--- src/design/fpu_consts.svh ---
// fpu unit constants
`ifndef FPU_CONSTS_SVH
`define FPU_CONSTS_SVH

// kept opcodes
`define FPU_OP_FMUL 6'b100010  // rs * rt
`define FPU_OP_FSQR 6'b101000  // rs * rs in the legacy FAND encoding
`define FPU_OP_FGT  6'b100100  // rs > rt
`define FPU_OP_FLT  6'b100101  // rs < rt
`define FPU_OP_FEQ  6'b100110  // rs == rt
`define FPU_OP_FNE  6'b100111  // rs != rt

// field widths
`define FPU_OPC_W   6
`define FPU_REG_W   5
`define FPU_TAG_W   3          // scheduler slot
`define FPU_DATA_W  32

// single precision bias
`define FPU_EXP_BIAS 127

`endif

--- src/design/fpu_pkg.sv ---
// fpu unit types
`include "fpu_consts.svh"

package fpu_pkg;

    typedef logic [`FPU_OPC_W-1:0]  opcode_t;
    typedef logic [`FPU_REG_W-1:0]  reg_idx_t;
    typedef logic [`FPU_TAG_W-1:0]  slot_tag_t;
    typedef logic [`FPU_DATA_W-1:0] word_t;

    typedef enum logic [2:0] {
        FN_MUL,
        FN_GT,
        FN_LT,
        FN_EQ,
        FN_NE,
        FN_FAULT          // unsupported opcode
    } fpu_func_e;

    typedef struct packed {
        opcode_t   opcode;
        reg_idx_t  rs;
        reg_idx_t  rt;
        reg_idx_t  rd;
        slot_tag_t tag;
    } issue_t;

    typedef struct packed {
        fpu_func_e func;
        word_t     opnd_a;
        word_t     opnd_b;
        reg_idx_t  rd;
        slot_tag_t tag;
    } decoded_t;

    typedef struct packed {
        reg_idx_t  rd;
        word_t     result;
        slot_tag_t tag;
        logic      fault;  // set for unsupported opcode
    } wb_t;

endpackage

--- src/design/fpu_decode.sv ---
// fpu decode stage
`timescale 1ns/100ps
`include "fpu_consts.svh"

module fpu_decode (
    input  logic               clk,
    input  logic               rst_n,
    input  logic               issue_valid,
    input  fpu_pkg::issue_t    issue_instr,
    output logic               issue_ready,
    output fpu_pkg::reg_idx_t  rs_addr,
    output fpu_pkg::reg_idx_t  rt_addr,
    input  fpu_pkg::word_t     rs_data,
    input  fpu_pkg::word_t     rt_data,
    output logic               dec_valid,
    output fpu_pkg::decoded_t  dec_data,
    input  logic               dec_ready
);

    fpu_pkg::fpu_func_e func;
    fpu_pkg::decoded_t  dec_next;
    logic               square;

    assign rs_addr = issue_instr.rs;             // register file answers same cycle
    assign rt_addr = issue_instr.rt;
    assign issue_ready = dec_ready || !dec_valid; // advance when empty or draining

    always_comb begin
        square = 1'b0;
        case (issue_instr.opcode)
            `FPU_OP_FMUL: func = fpu_pkg::FN_MUL;
            `FPU_OP_FSQR: begin
                func   = fpu_pkg::FN_MUL;
                square = 1'b1;                   // rt ignored
            end
            `FPU_OP_FGT:  func = fpu_pkg::FN_GT;
            `FPU_OP_FLT:  func = fpu_pkg::FN_LT;
            `FPU_OP_FEQ:  func = fpu_pkg::FN_EQ;
            `FPU_OP_FNE:  func = fpu_pkg::FN_NE;
            default:      func = fpu_pkg::FN_FAULT;
        endcase
    end

    always_comb begin
        dec_next.func   = func;
        dec_next.opnd_a = rs_data;
        dec_next.opnd_b = square ? rs_data : rt_data;
        dec_next.rd     = issue_instr.rd;
        dec_next.tag    = issue_instr.tag;
    end

    always_ff @(posedge clk) begin
        if (!rst_n) begin
            dec_valid <= 1'b0;
        end else if (issue_ready) begin
            dec_valid <= issue_valid;
        end
    end

    always_ff @(posedge clk) begin
        if (issue_valid && issue_ready) begin
            dec_data <= dec_next;                // payload only on transfer
        end
    end

endmodule

--- src/design/fpu_execute.sv ---
// fpu execute stage
`timescale 1ns/100ps
`include "fpu_consts.svh"

module fpu_execute (
    input  logic               clk,
    input  logic               rst_n,
    input  logic               dec_valid,
    input  fpu_pkg::decoded_t  dec_data,
    output logic               dec_ready,
    output logic               exe_valid,
    output fpu_pkg::wb_t       exe_data,
    input  logic               exe_ready
);

    fpu_pkg::word_t a;
    fpu_pkg::word_t b;
    fpu_pkg::word_t mul_res;
    fpu_pkg::wb_t   exe_next;
    logic           a_zero;
    logic           b_zero;
    logic           sign_p;
    logic [23:0]    man_a;
    logic [23:0]    man_b;
    logic [47:0]    prod;
    logic [22:0]    frac;
    logic [9:0]     exp_raw;
    logic [9:0]     exp_res;
    logic           sa;
    logic           sb;
    logic [30:0]    mag_a;
    logic [30:0]    mag_b;
    logic           eq;
    logic           gt;

    assign a = dec_data.opnd_a;
    assign b = dec_data.opnd_b;
    assign a_zero = (a[30:23] == 8'd0);          // denormals flush to zero
    assign b_zero = (b[30:23] == 8'd0);

    // truncating multiplier
    assign sign_p  = a[31] ^ b[31];
    assign man_a   = {1'b1, a[22:0]};
    assign man_b   = {1'b1, b[22:0]};
    assign prod    = man_a * man_b;
    assign frac    = prod[47] ? prod[46:24] : prod[45:23]; // renormalize at >= 2.0
    assign exp_raw = {2'b00, a[30:23]} + {2'b00, b[30:23]} + {9'd0, prod[47]};
    assign exp_res = exp_raw - 10'(`FPU_EXP_BIAS);

    always_comb begin
        if (a_zero || b_zero) begin
            mul_res = {sign_p, 31'd0};
        end else if (exp_raw >= 10'(255 + `FPU_EXP_BIAS)) begin
            mul_res = {sign_p, 8'hff, 23'd0};    // overflow to infinity
        end else if (exp_raw <= 10'(`FPU_EXP_BIAS)) begin
            mul_res = {sign_p, 31'd0};           // underflow to zero
        end else begin
            mul_res = {sign_p, exp_res[7:0], frac};
        end
    end

    // compare by sign and magnitude with both zeros equal
    assign sa    = a[31] && !a_zero;
    assign sb    = b[31] && !b_zero;
    assign mag_a = a_zero ? 31'd0 : a[30:0];
    assign mag_b = b_zero ? 31'd0 : b[30:0];
    assign eq    = (sa == sb) && (mag_a == mag_b);
    assign gt    = (sa != sb) ? !sa : (sa ? (mag_a < mag_b) : (mag_a > mag_b));

    always_comb begin
        exe_next.rd    = dec_data.rd;
        exe_next.tag   = dec_data.tag;
        exe_next.fault = 1'b0;
        case (dec_data.func)
            fpu_pkg::FN_MUL: exe_next.result = mul_res;
            fpu_pkg::FN_GT:  exe_next.result = {32{gt}};
            fpu_pkg::FN_LT:  exe_next.result = {32{!gt && !eq}};
            fpu_pkg::FN_EQ:  exe_next.result = {32{eq}};
            fpu_pkg::FN_NE:  exe_next.result = {32{!eq}};
            default: begin
                exe_next.result = 32'd0;
                exe_next.fault  = 1'b1;          // completes without a result
            end
        endcase
    end

    assign dec_ready = exe_ready || !exe_valid;

    always_ff @(posedge clk) begin
        if (!rst_n) begin
            exe_valid <= 1'b0;
        end else if (dec_ready) begin
            exe_valid <= dec_valid;
        end
    end

    always_ff @(posedge clk) begin
        if (dec_valid && dec_ready) begin
            exe_data <= exe_next;
        end
    end

endmodule

--- src/design/fpu_result.sv ---
// fpu writeback queue
`timescale 1ns/100ps

module fpu_result (
    input  logic          clk,
    input  logic          rst_n,
    input  logic          exe_valid,
    input  fpu_pkg::wb_t  exe_data,
    output logic          exe_ready,
    output logic          wb_valid,
    output fpu_pkg::wb_t  wb_data,
    input  logic          wb_ready
);

    fpu_pkg::wb_t queue [0:1];  // two deep in issue order
    logic         wr_ptr;
    logic         rd_ptr;
    logic [1:0]   count;
    logic         push;
    logic         pop;

    assign exe_ready = (count != 2'd2);
    assign wb_valid  = (count != 2'd0);
    assign wb_data   = queue[rd_ptr];     // head record

    assign push = exe_valid && exe_ready;
    assign pop  = wb_valid && wb_ready;

    always_ff @(posedge clk) begin
        if (!rst_n) begin
            wr_ptr <= 1'b0;
            rd_ptr <= 1'b0;
            count  <= 2'd0;
        end else begin
            if (push) begin
                wr_ptr <= !wr_ptr;
            end
            if (pop) begin
                rd_ptr <= !rd_ptr;
            end
            case ({push, pop})
                2'b10:   count <= count + 2'd1;
                2'b01:   count <= count - 2'd1;
                default: count <= count;  // idle or pass-through
            endcase
        end
    end

    always_ff @(posedge clk) begin
        if (push) begin
            queue[wr_ptr] <= exe_data;
        end
    end

endmodule

--- src/design/fpu_top.sv ---
// fpu issue unit top
`timescale 1ns/100ps

module fpu_top (
    input  logic               clk,
    input  logic               rst_n,
    input  logic               issue_valid,
    input  fpu_pkg::issue_t    issue_instr,
    output logic               issue_ready,
    output fpu_pkg::reg_idx_t  rs_addr,
    output fpu_pkg::reg_idx_t  rt_addr,
    input  fpu_pkg::word_t     rs_data,
    input  fpu_pkg::word_t     rt_data,
    output logic               wb_valid,
    output fpu_pkg::wb_t       wb_data,
    input  logic               wb_ready
);

    logic              dec_valid;
    logic              dec_ready;
    fpu_pkg::decoded_t dec_data;
    logic              exe_valid;
    logic              exe_ready;
    fpu_pkg::wb_t      exe_data;

    fpu_decode decode0 (
        .clk         (clk),
        .rst_n       (rst_n),
        .issue_valid (issue_valid),
        .issue_instr (issue_instr),
        .issue_ready (issue_ready),
        .rs_addr     (rs_addr),
        .rt_addr     (rt_addr),
        .rs_data     (rs_data),
        .rt_data     (rt_data),
        .dec_valid   (dec_valid),
        .dec_data    (dec_data),
        .dec_ready   (dec_ready)
    );

    fpu_execute execute0 (
        .clk       (clk),
        .rst_n     (rst_n),
        .dec_valid (dec_valid),
        .dec_data  (dec_data),
        .dec_ready (dec_ready),
        .exe_valid (exe_valid),
        .exe_data  (exe_data),
        .exe_ready (exe_ready)
    );

    fpu_result result0 (
        .clk       (clk),
        .rst_n     (rst_n),
        .exe_valid (exe_valid),
        .exe_data  (exe_data),
        .exe_ready (exe_ready),
        .wb_valid  (wb_valid),
        .wb_data   (wb_data),
        .wb_ready  (wb_ready)
    );

endmodule

--- config.mk ---
export PLATFORM = sky130hd
export DESIGN_NAME = fpu_top
export DESIGN_NICKNAME = d
export VERILOG_FILES = /design/src/design/fpu_pkg.sv /design/src/design/fpu_decode.sv /design/src/design/fpu_execute.sv /design/src/design/fpu_result.sv /design/src/design/fpu_top.sv
export VERILOG_INCLUDE_DIRS = /design/src /design/src/design
export SDC_FILE = /design/constraint.sdc
export NUM_CORES = 2
export LEC_CHECK = 0
export ABC_AREA = 1
export BUFFER_PORTS_ARGS = -buffer_cell sky130_fd_sc_hd__buf_2
export CORE_ASPECT_RATIO = 1.2
export CORE_MARGIN = 2
export CORE_UTILIZATION = 43
export CTS_CLUSTER_SIZE = 24
export DETAILED_ROUTE_END_ITERATION = 10
export GPL_ROUTABILITY_DRIVEN = 0
export RECOVER_POWER = 50
export SYNTH_ARGS = -nofsm -noshare
export SYNTH_HDL_FRONTEND = slang
export SYNTH_SLANG_ARGS = --single-unit
export TNS_END_PERCENT = 1
--- constraint.sdc ---
create_clock -name clk -period 11 [get_ports clk]
set_input_delay 0.55 -clock clk [delete_from_list [all_inputs] [get_ports clk]]
set_output_delay 0.55 -clock clk [all_outputs]
set_load 0.05 [all_outputs]
==> summary.md <==
| Metric | Value |
|---|---|
| Area grow syn2layout | `7.775%` |
| 1st-pass router iterations | `6` |
| Die height | `290.2 µm` |
| Vias in the first global route | `23144` |
| Die ar. | `0.07037 mm²` |
| Worst Hold Class | `primary input to flop` |
| Clk Latency, worst-skew pair | `580 ps` |
| Setup-failing EPs final | `0` |
| Post-synth top flop | `edfxtp_1` |
| Crit Path Max Fanout | `24` |
| CP peak stage delay | `1150 ps` |
| Largest net degree at the start of global routing | `63` |
| Port bufs | `124` |
| Longest Clk Path Bufs | `3` |
| Top cells by count, synth | `inv_1 (974), nand2_1 (924), fa_1 (483)` |
| Most frequent cell after synthesis | `inv_1` |
| Post-cts gate resize count | `0` |
| RSZ-0062 raised after global routing | `false` |
| Most Frequent Cell on Critical Path | `fa_1` |
| Fmax | `104.3 MHz` |
| CTS Buf Count | `26` |
| First-pass GRT wire length | `125800 µm` |
| Failing checks | `capacitance limit, slew limit` |
| Dpl hpwl | `62720 µm` |
| Flops & latches, synth | `205` |
| CTS tree | `yes` |
| Vias per cell | `4.882` |
| Mean routed wirelength per cell | `17.36 µm` |
| Worst Tran Pin Value | `2552 ps` |
| Worst path slowest cell | `edfxtp_1` |
| Nets | `4295` |
| Max Transition Viols Final | `42` |
| Area of the mapped netlist | `0.02935 mm²` |
| Setup bufs post-CTS | `0` |
| Diode count | `0` |
| Final hold vios | `0` |
| Fin crit share | `87.17%` |
| Syn Inst Count | `3451` |
| Synth Warn # | `0` |
| Seq/Total Area, Yosys | `20.73%` |
| Max_slew headroom | `-70.12%` |
| Storage element area | `0.006087 mm²` |
| Vias | `21627` |
| Endpoint type of the worst setup path | `flop` |
| CTS Sinks | `205` |
| Multi-input logic area | `0.01902 mm²` |
| Hold_buf cts | `0` |
| Core Rows | `104` |
| 1st-iter DRT viols | `1366` |
| Mapped Avg Cell Area | `8.505 µm²` |
| Post-synth net total | `4236` |
| Final Instance Area | `0.03163 mm²` |
| Setup_tns | `0 ps` |
| Tmin final | `9588 ps` |
| Outcome | `complete, but fails checks` |
| Critical path class | `flop to flop` |
| Critical path required time | `11430 ps` |
| Antenna violations before repair | `1` |
| Core area | `0.06727 mm²` |
| Root Driver | `clkbuf_16` |
| Setup Skew | `24.44 ps` |
| Post-Route WL | `76900 µm` |
| Synth top area share | `32.94%` |
| EDFF count, synth | `198` |
| GRT Util Overall | `22.70%` |
| Area leader, netlist | `fa_1` |
| Die Width | `242.5 µm` |
| Clock H-tree levels | `1` |
| Share of cells above drive strength 1 | `8.331%` |
| Starting density of the core | `43.63%` |
| Worst hold slack | `147.6 ps` |
| Startpoint types | `flop` |
| Max cap viols | `1` |
| Synth area leaders | `fa_1 (33%), edfxtp_1 (20%), inv_1 (12%), nand2_1 (12%), ha_1 (9.0%)` |
| Worst EP arrival | `10020 ps` |
| Global route total overflow | `0` |
| Clock transition at path regs | `60 ps` |
| Fillers | `6570` |
| Ports | `145` |
| Post-synthesis cell type count | `41` |
| Asr flop ratio synth | `0%` |
| DRC | `0` |
| Routed Antenna Nets | `0` |
| Placed Instance Area | `0.03084 mm²` |
-- layout make-up --
| type | count | share of cell area [%] |
|---|---|---|
| well taps | 901 | 3.564 |
| clock inverters | 20 | 0.5458 |
| multi-input cells | 2135 | 60.14 |
| repair buffers | 167 | 2.868 |
| flip-flops and latches | 205 | 19.24 |
| inverters | 975 | 11.57 |
| clock buffers | 27 | 2.069 |
-- cell usage in the layout (no fill, tap or decap), types with 4 or more instances in the layout --
cell type,n
buf_2,104
nand3_2,18
mux2_2,67
buf_4,40
xor2_1,10
clkinv_4,4
dfxtp_1,6
o21ai_0,41
clkinv_1,5
nand2_1,924
mux2_1,6
o21a_1,5
o21bai_1,5
a21o_1,4
ha_1,210
clkbuf_16,26
nand3b_1,9
nand3_1,55
xnor2_1,7
inv_1,972
clkinv_2,4
nor2_1,125
a21boi_0,4
a21oi_1,85
nand2_2,7
clkbuf_1,23
fa_1,483
nor2_4,6
nor3_1,18
nand4_1,26
edfxtp_1,198
-- worst paths after layout --
kind                        startpoint                    end  slack (ps)  cells past startpoint
setup / recovery  decode0.dec_data[56]   execute0.exe_data[8]        1410                     33
setup reg to reg  decode0.dec_data[56]   execute0.exe_data[8]        1410                     33
hold / removal          issue_instr[5]    decode0.dec_data[5]         150                      1
hold reg to reg    decode0.dec_data[6]  execute0.exe_data[39]         420                      0
-- flip-flops by register name (all words and copies together), names as in the netlist, named ones only --
signal	cells
result0.queue	82
decode0.dec_data	75
execute0.exe_data	41
result0.count	2
decode0.dec_valid	1
execute0.exe_valid	1
result0.rd_ptr	1
result0.wr_ptr	1
-- per-stage QoR --
| stage | std cells | worst slack, ps | util (%) |
|---|---|---|---|
| floorplan | 3451 | 2869 | - |
| finish | 4430 | 1412 | 47.02 |
| CTS | 4430 | 1422 | 47.08 |
| global route | 4430 | 786.2 | 47.02 |
| global placement | 4383 | 1542 | 45.85 |
| detailed placement | 4383 | 1513 | 45.85 |
-- layer usage --
layer  track usage (%)  vias up  wire length (µm)
met4             6.037        0              2143
met2             39.78      583             37960
met5                 0        -                 0
met3             3.472      110              4593
met1             29.24    10728             32190
li1                  -    10206                 -
-- critical path, delay by kind of cell, from the launching register on --
family,cells,cell delay [ps]
adders and majority gates,11,5230
and+or+nand+nor,17,2650
DFF,1,1150
buffers and inverters,4,270
AOI/OAI and AO/OA,1,90
-- cells by family (layout without fill, tap and decap cells) --
group                    after synthesis  in the layout  share of synthesized area [%]
adder cells (fa/ha/maj)              693            693                          41.89
multiplexers                          73             73                          2.801
AND/OR/NAND/NOR                     1203           1203                          16.72
buffers and inverters               1111           1189                          14.50
XOR/XNOR                              18             18                         0.6011
flip-flops                           205            205                          20.73
AO/OA/AOI/OAI                        148            148                          2.745
Power is left out: the tool's default activity adds up to more than one toggle a clock period on the data nets, which glitch-free logic cannot reach.
